===== src/hdl/tensor_pkg.sv =====
package tensor_pkg;

    // lanes in one octet, two threadgroups of four
    localparam int num_lanes = 8;
    // default warp count, wid_t is sized for this maximum
    localparam int num_warps = 4;

    typedef logic [31:0] word_t;
    typedef logic [1:0]  wid_t;
    typedef logic [4:0]  rd_t;

    // one word per lane
    typedef word_t [num_lanes-1:0] lanes_t;
    // row-major 4x4, indexed [row][col]
    typedef word_t [3:0][3:0] tile_t;
    // A tile is 4x2 (m by k)
    typedef word_t [3:0][1:0] a_tile_t;
    // B tile is 2x4 (k by n)
    typedef word_t [1:0][3:0] b_tile_t;

    // step code selects the A and B halves of a substep
    // bit 0 picks the A lane group, bit 1 the B lane group
    typedef enum logic [1:0] {
        STEP_LO_LO = 2'd0,
        STEP_HI_LO = 2'd1,
        STEP_LO_HI = 2'd2,
        STEP_HI_HI = 2'd3
    } step_t;

    // D goes back over two beats of 8 lanes each
    typedef enum logic {
        BEAT_EVEN = 1'b0,
        BEAT_ODD  = 1'b1
    } beat_t;

    // one substep from the issue side
    typedef struct packed {
        wid_t   wid;
        rd_t    rd;
        step_t  step;
        logic   last_in_pair;
        lanes_t a;
        lanes_t b;
        lanes_t c;
    } exec_req_t;

    // one writeback beat
    typedef struct packed {
        wid_t   wid;
        rd_t    rd;
        lanes_t data;
    } commit_t;

    // destination info kept per accepted substep
    typedef struct packed {
        wid_t wid;
        rd_t  rd;
    } meta_t;

    // assembled tiles for the dot unit
    typedef struct packed {
        a_tile_t a;
        b_tile_t b;
        tile_t   c;
        wid_t    wid;
    } dot_req_t;

    typedef struct packed {
        tile_t d;
        wid_t  wid;
    } dot_rsp_t;

endpackage


===== src/hdl/tensor_octet.sv =====
`timescale 1ns/100ps

module tensor_octet import tensor_pkg::*; #(
    parameter int NUM_WARPS = num_warps
) (
    input  logic      clk,
    input  logic      reset,
    input  logic      exec_valid,
    input  exec_req_t exec_req,
    output logic      exec_ready,
    output logic      dot_valid,
    output dot_req_t  dot_req,
    input  logic      dot_ready,
    output logic      meta_push,
    output meta_t     meta,
    input  logic      meta_full
);
    typedef word_t [3:0] half_t;

    // halves of the current substep
    half_t  a_half;
    half_t  b_half;
    // per-warp staging of the first substep
    half_t  a_buf [NUM_WARPS];
    half_t  b_buf [NUM_WARPS];
    lanes_t c_buf [NUM_WARPS];
    logic [NUM_WARPS-1:0] staged_q;
    // staged halves of the current warp, zero if nothing was staged
    half_t  a_prev;
    half_t  b_prev;
    lanes_t c_prev;
    logic   accept;
    logic   first_fire;
    logic   last_fire;

    // metadata and dot unit must both be able to take the substep
    assign exec_ready = !meta_full && (!exec_req.last_in_pair || dot_ready);
    assign accept     = exec_valid && exec_ready;
    assign first_fire = accept && !exec_req.last_in_pair;
    assign last_fire  = accept && exec_req.last_in_pair;

    // every accepted substep leaves a metadata entry
    assign meta_push = accept;
    assign meta.wid  = exec_req.wid;
    assign meta.rd   = exec_req.rd;

    // A takes one column of the 4x2 tile, B takes one row of the 2x4 tile
    always_comb begin
        a_half = {exec_req.a[5], exec_req.a[4], exec_req.a[1], exec_req.a[0]};
        b_half = exec_req.b[3:0];
        case (exec_req.step)
            STEP_HI_LO: begin
                a_half = {exec_req.a[7], exec_req.a[6], exec_req.a[3], exec_req.a[2]};
            end
            STEP_LO_HI: begin
                b_half = exec_req.b[7:4];
            end
            STEP_HI_HI: begin
                a_half = {exec_req.a[7], exec_req.a[6], exec_req.a[3], exec_req.a[2]};
                b_half = exec_req.b[7:4];
            end
            default: begin
            end
        endcase
    end

    // staged flag per warp, set by the first substep and cleared by the second
    always_ff @(posedge clk) begin
        if (reset) begin
            staged_q <= '0;
        end else if (first_fire) begin
            staged_q[exec_req.wid] <= 1'b1;
        end else if (last_fire) begin
            staged_q[exec_req.wid] <= 1'b0;
        end
    end

    always_ff @(posedge clk) begin
        if (first_fire) begin
            a_buf[exec_req.wid] <= a_half;
            b_buf[exec_req.wid] <= b_half;
            // C is kept whole, the jagged mapping is done at assembly
            c_buf[exec_req.wid] <= exec_req.c;
        end
    end

    assign a_prev = staged_q[exec_req.wid] ? a_buf[exec_req.wid] : '0;
    assign b_prev = staged_q[exec_req.wid] ? b_buf[exec_req.wid] : '0;
    assign c_prev = staged_q[exec_req.wid] ? c_buf[exec_req.wid] : '0;

    // only the second substep of a pair goes to the dot unit
    assign dot_valid = exec_valid && exec_req.last_in_pair && !meta_full;

    always_comb begin
        for (int r = 0; r < 4; r++) begin
            // k=0 from the staged substep, k=1 from the current one
            dot_req.a[r][0] = a_prev[r];
            dot_req.a[r][1] = a_half[r];
        end
        dot_req.b[0] = b_prev;
        dot_req.b[1] = b_half;
        // each lane holds a 1x2 block of C, base lanes are 0, 1, 4 and 5
        for (int r = 0; r < 4; r++) begin
            for (int j = 0; j < 2; j++) begin
                dot_req.c[r][2*j]   = c_prev[(r % 2) + 4*(r / 2) + 2*j];
                dot_req.c[r][2*j+1] = exec_req.c[(r % 2) + 4*(r / 2) + 2*j];
            end
        end
        dot_req.wid = exec_req.wid;
    end

endmodule


===== config.mk =====
export PLATFORM = sky130hd
export DESIGN_NAME = tensor_octet
export DESIGN_NICKNAME = d
export VERILOG_FILES = /design/src/hdl/tensor_pkg.sv /design/src/hdl/tensor_octet.sv
export SDC_FILE = /design/constraint.sdc
export NUM_CORES = 2
export LEC_CHECK = 0
export BUFFER_PORTS_ARGS = -buffer_cell sky130_fd_sc_hd__buf_4
export CORE_AREA = 2 2 705 707
export CTS_BUF_LIST = sky130_fd_sc_hd__clkbuf_16
export DETAILED_ROUTE_END_ITERATION = 16
export DIE_AREA = 0 0 707 709
export PLACE_DENSITY = 0.3
export SYNTH_ARGS = -nofsm -noshare
export SYNTH_HDL_FRONTEND = slang
export SYNTH_SLANG_ARGS = --single-unit

===== constraint.sdc =====
create_clock -name clk -period 79.7 [get_ports clk]
set_clock_uncertainty 0.05 [all_clocks]
set_input_delay 7.97 -clock clk [delete_from_list [all_inputs] [get_ports clk]]
set_output_delay 7.97 -clock clk [all_outputs]
set_load 0.05 [all_outputs]

; ---- Word level (Yosys, flattened, before mapping)
; Memory sizes are Yosys's and may differ from the RTL's.
; Index checks and enable logic that the tools add are counted.
[op_classes]
order_cmp = 2
n_eq_ne = 3
muxes = 13
bitwise = 3
n_reduce_logical = 13
[op_table]
columns = operator, count
row1 = $mux 128, 4
row2 = $mux 256, 1
row3 = $mux 4, 2
row4 = $logic_and 1x1->1, 7
row5 = $and 4x4->4, 1
row6 = $eq 2x2->1 const B, 2
row7 = $mux 1, 4
row8 = $not 4->4, 1
row9 = $or 4x4->4, 1
row10 = $reduce_or 2->1, 2
row11 = $lt 2x3->1 const B, 1
row12 = $bmux 1 s2, 1
row13 = $demux 1 s2, 1
row14 = $eq 2x1->1 const B, 1
row15 = $ge 2x1->1 const B, 1
row16 = $logic_not 1->1, 2
row17 = $reduce_bool 2->1, 1
row18 = $logic_or 1x1->1, 1
[totals]
reg_bits = 4
mem_bits_rw = 2048
in_bits = 783
mem_count = 3
[memory_table]
columns = name, words, width, rd, rd_ports_with_merged_regs, write_ports, line_no
row1 = c_buf, 4, 256, 1, 0, 1, tensor_octet.sv:26  ; lanes_t c_buf [NUM_WARPS];
row2 = a_buf, 4, 128, 1, 0, 1, tensor_octet.sv:24  ; half_t a_buf [NUM_WARPS];
row3 = b_buf, 4, 128, 1, 0, 1, tensor_octet.sv:25  ; half_t b_buf [NUM_WARPS];

; ---- Longest topological paths before layout
[logic_depth]
depth_word = 8
mapped_depth = 6
mapped_depth_nobuf = 3

; ---- Worst setup path before layout
; No wires, ideal clock.
[synth_path]
path_kind = input-to-reg
from = input exec_req[777] in the netlist's numbering
to = memory a_buf[2][0] in the netlist's numbering, enable pin
setup_time_ns = 2.639
arrival_time_ns = 57.158
t_required_ns = 77.011
slack_ns = 19.853
path_stages = 5
cell_sequence = buf_2 -> buf_2 -> buf_2 -> inv_1 -> nor4_1
[synth_lines]
columns = item, line_no
row1 = from (decl), tensor_octet.sv:9  ; input exec_req_t exec_req,
row2 = to (decl), tensor_octet.sv:24
; Straight into the memory's write port.

==> qor.yml <==
grt_pass1_wl_microns: 457300
vdd_ir_drop_max_mv: 0.01359
cts_tree: "done"
mappedNetlistArea_sq_um: 82280
rsz0062_at_grt: "no"
cts_resized: 0
clock_latency_ns: 0.88
drive_gt1_share_pct: 52.53
die_y_microns: 709
grt.total_usage_pct: 13.54
final_antenna_net_count: 0
power_leakage_nw: 37.46
die_x_microns: 707
powerDensity_nw_per_um2: 24.30
yosys_warnings: 0
hpwlAfterDp_microns: 256900
die_area_sq_um: 501300
synth-seq-area-share_pct: 74.84
synth_cell_types: 19
vias_per_cell: 3.616
io_pins: 1819
root_buffer: "clkbuf_16"
cp.required_ns: 71.68
status: "complete, no violations"
synthesis.nets: 4607
maxSlewHeadroom_pct: 20.59
overflow: 0
synthCells: 3824
num_vias: 44230
area_growth_pct: 34.06
wirelength_microns: 354300
htreeDepth: 5
synthMuxAreaShare_pct: 17.56
io_buffers: 1808
synth_compound_area_share_pct: 0.08516
core_sq_um: 492900
cts.clk_slew.worst_paths_ns: 0.05
fmax_mhz: 47.29
post-route-period-util_pct: 26.53
post_synth_fa_ha_maj_area_fraction_pct: 0
grt_max_degree: 128
synth_area_per_cell_sq_um: 21.52
final_nets: 6288
start_util_pct: 16.69
finalSetupTns_ns: 0
place_ws_ns: 58.32
wl_per_cell_microns: 28.97
synthSimpleGateAreaFrac_pct: 3.983
max-cap-violations: 0
tightest_slew_ns: 1.191
ys_ff_latch: 2052
worstSetupEndpointType: "output port"
setup_violations: 0
num_rows: 258
n_fill_cell: 51340
finalWorstSetupSlack_ns: 58.55
cts_hold_buffers: 0
drc: 0
critical_path_class: "input pin to output port"
drtIter0Drc: 2695
grt_pass1_vias: 47020
antenna_found_initial: 129
postCtsSetupBuffers: 0
place_congestion: 0.7933
synthXorXnorAreaFrac_pct: 0
min_path_type: "flip-flop to flip-flop"
finalMaxSlewViolations: 0
hold_viol: 0
synth_top_family_by_area: "multiplexers"
cts_made_buffers: 268
hold_ws_ns: 0.5249
critPathLaunchType: "input pin"
clk_path_buf_depth: 4
clock-sinks: 2052
worstPathMaxFanout: 80
first_pass_iters: 7
fin_crit_ns: 21.15
arrival_ns: 13.13
[report_power, final]
part	internal (W)	leakage [nW]	switching [W]	total, W
registers	0.00122	18.5	0.00000427	0.00122
clock network	0.000680	4.34	0.000484	0.00116
logic	0.0000987	14.6	0.000197	0.000296
total	0.00199	37.5	0.000686	0.00268
[sequential cells by signal, indices dropped and copies added, names as in the netlist, named ones only]
name	flops
c_buf	1024
a_buf	512
b_buf	512
[placed cells by master, fill, tap and decap left out, types with 4 or more instances in the layout]
master and count:
buf_4 1862, nor4_2 4, inv_1 65, edfxtp_1 2048
diode_2 31, bufinv_16 19, a41oi_1 4, buf_12 11
clkinv_2 22, dfxtp_1 4, inv_16 4, clkinv_16 5
a311oi_1 4, clkinv_4 4, clkinv_1 58, mux4_2 512
mux2_2 256, clkbuf_16 270, inv_6 7, clkinv_8 11
nor2b_1 514
[per-layer routing]
layer  routed length (microns)  up-vias  track usage (%)  part of all wire, %
met1                    135000    23460            15.32                   38
met4                     11090       12            4.003                  3.1
met2                    185900     1625            24.80                   52
li1                          -    18630                -                    -
met5                        84        -                0                0.024
met3                     22260      508            3.548                  6.3
[Yosys cell counts]
cell type / count / area, sq um
buf_4: 279 / 2095
buf_1: 29 / 108.9
nor4_1: 4 / 25.02
dfxtp_1: 4 / 80.08
inv_1: 2 / 7.510
and2_1: 1 / 6.260
clkbuf_1: 99 / 371.6
buf_2: 54 / 270.3
nor2b_1: 514 / 3216
edfxtp_1: 2048 / 61500
mux4_2: 512 / 11530
mux2i_1: 2 / 20.02
mux2_2: 257 / 2894
nand2b_1: 2 / 12.51
nor2_1: 2 / 7.510
a41oi_1: 4 / 35.03
nor3_1: 2 / 10.01
buf_6: 5 / 56.30
a311oi_1: 4 / 35.03
[area by class of cell]
class | instances | area, sq um | share of cell area [%]
flip-flops and latches | 2052 | 61580 | 55.83
multi-input cells | 1304 | 17830 | 16.17
repair buffers | 1877 | 14250 | 12.92
well taps | 6500 | 8133 | 7.373
clock buffers | 270 | 6756 | 6.125
clock inverters | 196 | 1667 | 1.511
diodes | 31 | 77.57 | 0.07033
inverters | 2 | 7.507 | 0.006806
[metrics by stage]
stage               cells  utilization [%]  cell area, sq um  total power (W)
floorplan            3824                -             82280         0.001433
global placement    11740            20.65            101800         0.001546
detailed placement  11740            20.65            101800         0.001547
CTS                 12200            22.36            110200         0.002742
global route        12220            22.37            110300         0.002785
finish              12230            22.38            110300         0.002680
[worst max-delay path, stage by stage]
cell	delay, ns
buf_8	0.50
mux2i_1	0.30
mux2_8	0.44
buf_4	0.77
buf_4	0.70
buf_4	0.72
buf_4	0.78
nor2b_1	0.16
buf_4	0.24
[worst paths after layout]
path | start | endpoint | slack, ns | cells past startpoint
worst max-delay path | exec_req[776] | dot_req[563] | 58.55 | 9
worst min-delay path | flip-flop | flip-flop | 0.52 | 2
worst max register to register | flip-flop | flip-flop | 78.89 | 2
worst min register to register | flip-flop | flip-flop | 0.52 | 2
[cell families after synthesis]
logic type             Yosys count
AOI/OAI and AO/OA                8
muxes                          771
and+or+nand+nor                525
buffers and inverters          468
DFF                           2052
No activity file was read; power rests on OpenSTA's default activity.
