==> src/hdl/tensor_fifo.sv <==
`timescale 1ns/100ps

module tensor_fifo #(
    parameter int WIDTH = 8,
    parameter int DEPTH = 2
) (
    input  logic             clk,
    input  logic             reset,
    input  logic             push,
    input  logic             pop,
    input  logic [WIDTH-1:0] data_in,
    output logic [WIDTH-1:0] data_out,
    output logic             full,
    output logic             empty
);
    localparam int AW = (DEPTH > 1) ? $clog2(DEPTH) : 1;
    localparam int CW = $clog2(DEPTH + 1);

    logic [WIDTH-1:0] mem [DEPTH];
    logic [AW-1:0]    wr_ptr;
    logic [AW-1:0]    rd_ptr;
    logic [CW-1:0]    count;
    logic             do_push;
    logic             do_pop;

    // push into a full queue and pop from an empty one are dropped
    assign do_push = push && !full;
    assign do_pop  = pop && !empty;
    assign full    = (count == CW'(DEPTH));
    assign empty   = (count == '0);

    always_ff @(posedge clk) begin
        if (reset) begin
            wr_ptr <= '0;
            rd_ptr <= '0;
            count  <= '0;
        end else begin
            // pointers wrap at DEPTH, which need not be a power of two
            if (do_push) begin
                wr_ptr <= (wr_ptr == AW'(DEPTH - 1)) ? '0 : wr_ptr + 1'b1;
            end
            if (do_pop) begin
                rd_ptr <= (rd_ptr == AW'(DEPTH - 1)) ? '0 : rd_ptr + 1'b1;
            end
            if (do_push && !do_pop) begin
                count <= count + 1'b1;
            end else if (do_pop && !do_push) begin
                count <= count - 1'b1;
            end
        end
    end

    always_ff @(posedge clk) begin
        if (do_push) begin
            mem[wr_ptr] <= data_in;
        end
    end

    // head entry, visible the cycle after its push
    assign data_out = mem[rd_ptr];

endmodule

==> config.mk <==
export PLATFORM = sky130hd
export DESIGN_NAME = tensor_fifo
export DESIGN_NICKNAME = d
export VERILOG_FILES = /design/src/hdl/tensor_fifo.sv
export SDC_FILE = /design/constraint.sdc
export NUM_CORES = 1
export LEC_CHECK = 0
export BUFFER_PORTS_ARGS = -buffer_cell sky130_fd_sc_hd__buf_4
export CORE_MARGIN = 5
export CORE_UTILIZATION = 50
export DETAILED_ROUTE_END_ITERATION = 10
export GPL_ROUTABILITY_DRIVEN = 0
export PLACE_DENSITY = 0.83
export SLEW_MARGIN = 20
export SYNTH_ARGS = -nofsm -noshare
export SYNTH_HDL_FRONTEND = slang
export SYNTH_SLANG_ARGS = --single-unit
==> constraint.sdc <==
create_clock -name clk -period 3.1 [get_ports clk]
set_input_delay 0 -clock clk [delete_from_list [all_inputs] [get_ports clk]]
set_output_delay 0 -clock clk [all_outputs]
set_load 0.005 [all_outputs]
# ---- Word level (Yosys, flattened, before mapping)
# Memory sizes are Yosys's and may differ from the RTL's. A register that Yosys moved wholly into a read port is not among the register bits.
# Cells that the tools add are included.
dict set report totals {
  register_bits 4
  mem_bits_rw 16
  in_bits 12
  output_inout_bits 10
  wordCells 27
  memories 1
}
dict set report classes {
  n_addsub 4
  n_eq_ne 1
  muxes 8
  reduce_logical 10
}
# name depth width rd rd_clocked_by_memory_dff write_ports line
set memory_table {}
lappend memory_table {mem 2 8 1 1 1 19} ;# logic [WIDTH-1:0] mem [DEPTH];
# operator count
set op_table {}
lappend op_table {{$mux 1} 6}
lappend op_table {{$logic_and 1x1->1} 4}
lappend op_table {{$logic_not 1->1} 4}
lappend op_table {{$mux 2} 2}
lappend op_table {{$add 1x1->1 const B} 2}
lappend op_table {{$add 2x1->2 const B} 1}
lappend op_table {{$eq 2x2->1 const B} 1}
lappend op_table {{$logic_not 2->1} 1}
lappend op_table {{$reduce_bool 2->1} 1}
lappend op_table {{$sub 2x1->2 const B} 1}

# ---- Logic depth before layout (Yosys ltp)
# Gate-level depths: netlist of run 1.
dict set report depth {
  word_depth 7
  ltp_mapped 6
  depth_no_buf 6
}

# ---- Worst setup path after synthesis of run 1
# Ideal clock, no wire load.
dict set report synth_timing {
  kind {reg2reg}
  start {register count[0]}
  end {register count[1]}
  setup_time_ps 70
  arrival_ps 1386
  required_ps 3030
  setup_slack_ps 1645
  path_stages_with_launch 5
  n_path_buf 0
  synth_period_minus_slack_ps 1455
  path_cell_list {dfxtp_1 -> o21ai_0 -> ha_1 -> or3_1 -> a21oi_1}
}
dict set report synth_via {
  elab_chain_cells 6
  elab_cells_between_ends 15
  classes_between {add/sub: 2; eq/ne: 1; mux: 2; reduce/logical: 10}
}
# element line
set synth_lines {}
lappend synth_lines {{start: declaration} 22} ;# logic [CW-1:0] count;
lappend synth_lines {{start signal: assignment} 46} ;# count <= count + 1'b1;
lappend synth_lines {{start signal: assignment} 48} ;# count <= count - 1'b1;
lappend synth_lines {{$eq 2x2->1 / $logic_not 2->1 (equally long branches)} {29, 30}}
lappend synth_lines {{$logic_not 1->1 (on tied branches)} {27, 28}}
lappend synth_lines {{$logic_and 1x1->1 (on tied branches)} {27, 28}}
lappend synth_lines {{$logic_not 1->1 (on tied branches)} {47, 45}}
lappend synth_lines {{$logic_and 1x1->1 (on tied branches)} {47, 45}}
lappend synth_lines {{$reduce_bool 2->1 (no line) / $mux 2 (equally long branches)} -}
# Parallel ways exist; a longest one is shown, timed or not. The select of a mux whose other input is x is not followed.
# A chain may end at the register's enable or synchronous reset.

# ---- Worst setup path in the final report of run 1
# Same ends and word-level chain as after synthesis.

==> run summary, run 1 <==
Avg Synthesized Cell Area: 15.87 µm²
Synthesis-to-layout area growth: 36.44%
Crit-path slowest cell: dfxtp_1
Power per cell area: 703.3 nW/µm²
Hold Path Class: in -> reg
Max Fclk: 621.9 MHz
Global-route wire length before repair: 2421 µm
Worst-path clk slew: 110 ps
Vias per cell: 5.061
CTS buffer count: 3
Synth cell types: 13
Unrepaired setup endpoints after global routing: false
Setup-failing EPs final: 0
Die X: 49.83 µm
Top Layer Used: met4
Largest net degree at the start of global routing: 12
CTS Buffer Depth: 2
Wire per inst: 13.82 µm
Hold Path Stages: 4
Crit. Startpoint: count[0]
TritonCTS clock tree: done
Clk root buf: clkbuf_4
Layout net count: 97
Die footprint: 2483 µm²
Yosys reg bits: 21
Worst path bufs/invs: 0
Port Buffers: 21
Stages on worst setup path: 4
Drt first pass iters: 4
Worst r2r path cells: 4
Register area: 580.6 µm²
Global router's overall resource usage: 13.03%
CP arrival: 1840 ps
Sequential area share after synthesis: 73.19%
Utilization after layout: 71.84%
Critical path peak fanout: 5
Detailed placement HPWL: 991.3 µm
Filler instances: 111
Delay-heaviest family, CP: compound AO/OA/AOI/OAI gates
Most common cell after layout, fill and taps aside: buf_4
Core Region: 1506 µm²
Met2 layer wire length in the routed design: 737 µm
Final min period: 1608 ps
MaxCap Viol Count: 0
Die Y: 49.83 µm
Vias in the first global route: 540
Setup TNS: 0 ps
Actual slew at the worst max-slew pin: 385.9 ps
Initial Util: 52.66%
Layout cell share with drive strength beyond 1: 39.76%
Final Hold Vio Count: 0
Footprint of the multi-input gates: 200.2 µm²
Pleak: 0.4334 nW
Max VDD drop: 400.5 µV
HP Start: push
Row count: 14
Mapped cell area: 793.3 µm²
Yosys warns: 0
WP data required: 3330 ps
Reg-to-Reg Start: count[0]
Iter 0 DRT Violations: 8
Cell count after synthesis: 50
Slew Limit Headroom: 74.27%
Io pins: 22
Total global routing overflow: 0
Final non-filler cell total: 99
Drc violations: 0
Worst setup EP type: register
Period utilization: 51.87%
Max Transition Viols Final: 0
Initial antenna violation count: 0
Post-route ant nets: 0
WL met3: 109 µm
Sink Count: 21
Antenna Cells: 0
Overall power: 761.1 µW
Most frequent cells in the layout: buf_4 (21), edfxtp_1 (16), dlygate4sd3_1 (9)
Post-Route WL: 1368 µm
Status: completed
H-tree depth: 1
Placed cells: 86
Critical path, cell by cell: o21ai_0, ha_1, or3_1, a21oi_1
Worst path max stage delay: 380 ps
Clock Latency Late Sink: 290 ps
Clk_skew: 5.243 ps
WS Path Type: reg -> reg
M1 WL: 506 µm
Synthesized net count: 63
Worst setup SP type: register
Vias post-DR: 501
==> per-layer routing <==
layer	vias up	GRT usage (%)
li1	247	-
met1	232	15.18
met2	20	21.19
met3	2	4.217
met4	0	6.550
met5	-	0
==> cells in the mapped netlist <==
| master | n | area share [%] |
|---|---|---|
| ha_1 | 1 | 1.6 |
| mux2_2 | 8 | 11 |
| xor2_1 | 3 | 3.3 |
| a21oi_1 | 2 | 1.3 |
| edfxtp_1 | 16 | 61 |
| nor2_1 | 5 | 2.4 |
| or3_1 | 2 | 1.6 |
| nor2b_2 | 1 | 1.1 |
| and2_1 | 1 | 0.79 |
| o21ai_0 | 3 | 1.9 |
| buf_2 | 1 | 0.63 |
| inv_1 | 2 | 0.95 |
| dfxtp_1 | 5 | 13 |
==> metrics by stage <==
stage,setup WS [ps],hold slack [ps],area [µm²]
after CTS,1488,82.95,1082
after detailed placement,1511,189.4,965.9
after floorplan,1645,69.07,793.3
final,1492,88.13,1082
after global routing,1385,142.2,1082
after global placement,1614,185.6,965.9
==> report_power, final <==
| group | internal, mW | total (mW) | leakage [nW] | switching [mW] |
|---|---|---|---|---|
| clock | 0.0499 | 0.121 | 0.0150 | 0.0714 |
| combinational | 0.145 | 0.243 | 0.228 | 0.0983 |
| sequential | 0.359 | 0.397 | 0.191 | 0.0375 |
==> worst register-to-register path: stages (launching register included) <==
cell     delay (ps)
dfxtp_1         380
o21ai_0         330
ha_1            330
or3_1           370
a21oi_1         140
==> worst paths after layout <==
kind                                  to  slack [ps]
worst max-delay path            count[1]        1490
worst min-delay path              wr_ptr          90
worst max register to register  count[1]        1490
worst min register to register    wr_ptr         490
==> repair_timing <==
item	in CTS	in global routing
setup buffers	0	0
hold buffers	9	0
endpoints found under the hold margin	21	0
gates resized for setup	0	0
endpoints found under the setup margin	0	0
==> flip-flops by register name (all words and copies together) (netlist names), named ones only <==
register and count:
mem 16, rd_ptr 1, wr_ptr 1, count 2
==> area by class of cell <==
class	count	share of cell area [%]
clock buffer	4	2.428
inverter	2	0.6936
multi-input combinational	26	18.50
sequential	21	53.64
tap	16	1.850
timing repair buffer	30	22.89
==> cells by family after synthesis <==
logic type	Yosys count	synth area share, %
compound gates	5	3.154
flops	21	73.19
buf+inv	3	1.577
xor+xnor	3	3.313
simple gates	9	5.837
mux	8	11.36
fa+ha+maj	1	1.577
(Power assumes the default switching activity.)
==> run 2, diff against run 1 <==
CORE_UTILIZATION = 48   (was 50)
PLACE_DENSITY = 0.8   (was 0.83)
clock period = 1.5 ns   (was 3.1 ns; I/O delays follow)
==> run 2 against run 1 <==
Compared with the run above: maximum frequency increased by 8.9%; core utilization increased by 0.72 points; clock skew about the same; hold slack improved by 24 ps; register-to-register slack got worse by 1500 ps; clock power increased by 110%; power increased by 120%; critical endpoint unchanged; highest routed layer unchanged.
==> run summary, run 2 (same netlist as run 1, synthesis figures left out) <==
Biggest register: mem
Io pins: 22
Max Fclk: 677.3 MHz
Drt first pass iters: 2
Footprint of the multi-input gates: 205.2 µm²
Iter 0 DRT Violations: 6
Max VDD drop: 1240 µV
Die footprint: 2565 µm²
Vias in the first global route: 566
GRT busiest layer: met2
H-tree depth: 1
Hold Path End: wr_ptr
Synthesis-to-layout area growth: 41.01%
CTS buffer count: 3
Antenna Cells: 0
WS Path Type: reg -> reg
Global-route wire length before repair: 2304 µm
Vias per cell: 4.961
Worst setup EP type: register
Setup TNS: 0 ps
Clk root buf: clkbuf_4
HP Start: push
Most frequent cells in the layout: buf_4 (25), edfxtp_1 (16), dlygate4sd3_1 (9)
Slew Limit Headroom: 74.44%
Clock Latency Late Sink: 300 ps
Post-route ant nets: 0
Max Transition Viols Final: 0
Wire per inst: 12.76 µm
Initial antenna violation count: 0
Max reg flops: 16
Met3 usage: 3.254%
Clk_skew: 5.559 ps
Hold Path Stages: 4
Post-Route WL: 1314 µm
Reg2reg end: count[1]
Die X: 50.65 µm
CP arrival: 1700 ps
Global router's overall resource usage: 11.98%
Final Hold Vio Count: 0
Port Buffers: 21
CTS Buffer Depth: 2
Worst r2r path cells: 5
Critical path peak fanout: 3
Worst setup SP type: register
Power per cell area: 1483 nW/µm²
Overall power: 1.658 mW
Layout cell share with drive strength beyond 1: 43.68%
Filler instances: 113
Largest registers: mem: 16 flops, count: 2 flops
Layout net count: 101
Initial Util: 51.46%
Largest net degree at the start of global routing: 12
Pleak: 0.4548 nW
WP data required: 1730 ps
Actual slew at the worst max-slew pin: 383.5 ps
Most common cell after layout, fill and taps aside: buf_4
Unrepaired setup endpoints after global routing: true
Final min period: 1476 ps
MaxCap Viol Count: 0
TritonCTS clock tree: done
Drc violations: 0
Hold Path Class: in -> reg
Status: completed
Met2 Usage GRT: 21.69%
R2R Setup Slk: 20 ps
Detailed placement HPWL: 956 µm
Period utilization: 98.42%
Row count: 14
Die Y: 50.65 µm
Total global routing overflow: 0
Reg-to-Reg Start: count[0]
Utilization after layout: 72.56%
Core Region: 1541 µm²
Setup-failing EPs final: 0
Sink Count: 21
Register area: 581.8 µm²
Worst-path clk slew: 100 ps
Vias post-DR: 511
M1 GR Usage: 11.68%
## run 2: cell count changes in the layout (fill, tap and decap cells not counted)
cell     change
dfxtp_2      +1
dfxtp_1      -1
nor2b_4      +1
buf_4        +4
nor2b_2      -1
## run 2: worst max-delay path by stage
stage,end,from
after floorplan,count[1],count[0]
after global placement,count[1],count[1]
after detailed placement,count[1],count[1]
after CTS,count[1],count[0]
after global routing,count[1],count[1]
final,count[1],count[0]
## run 2: critical path, cell delays in order, from the launching register on
cell and delay, ps:
dfxtp_1 420, o21ai_0 150, ha_1 230, xor2_1 160, or3_1 320, a21oi_1 130
## run 2: cell type report
cell class | count | area share [%]
multi-input cells | 26 | 18.34
inverters | 2 | 0.6711
flip-flops and latches | 21 | 52.01
clock buffers | 4 | 2.349
well taps | 16 | 1.790
repair buffers | 34 | 24.83
## run 2: layer usage
layer  vias to the layer above  routed length [µm]
met3                         4                  73
met4                         0                  41
li1                        254                   -
met2                        14                 670
met5                         -                   0
met1                       239                 528
## run 2: what timing repair did
| action | in CTS | in global routing |
|---|---|---|
| endpoints found under the setup margin | 1 | 1 |
| hold buffers | 9 | 0 |
| pin swaps | 0 | 1 |
| buffers inserted | 0 | 1 |
| hold endpoints to repair | 21 | 0 |
| resized for setup | 2 | 0 |
## run 2: metrics by stage
stage	setup WS, ps	std cells	hold WS (ps)	area (µm²)
2_1_floorplan	44.55	50	69.07	793.3
3_3_place_gp	72.68	89	185.8	988.4
3_5_place_dp	-7.429	89	187.4	988.4
4_1_cts	6.676	102	103.3	1111
5_1_grt	-60.19	103	144.8	1119
6_report	23.64	103	111.7	1119
## run 2: report_power, final
group / internal, mW / switching (mW) / leakage (nW) / total, mW
Combinational: 0.361 / 0.226 / 0.249 / 0.587
Sequential: 0.745 / 0.0706 / 0.191 / 0.816
Clock: 0.104 / 0.152 / 0.0150 / 0.256
Total: 1.21 / 0.449 / 0.455 / 1.66
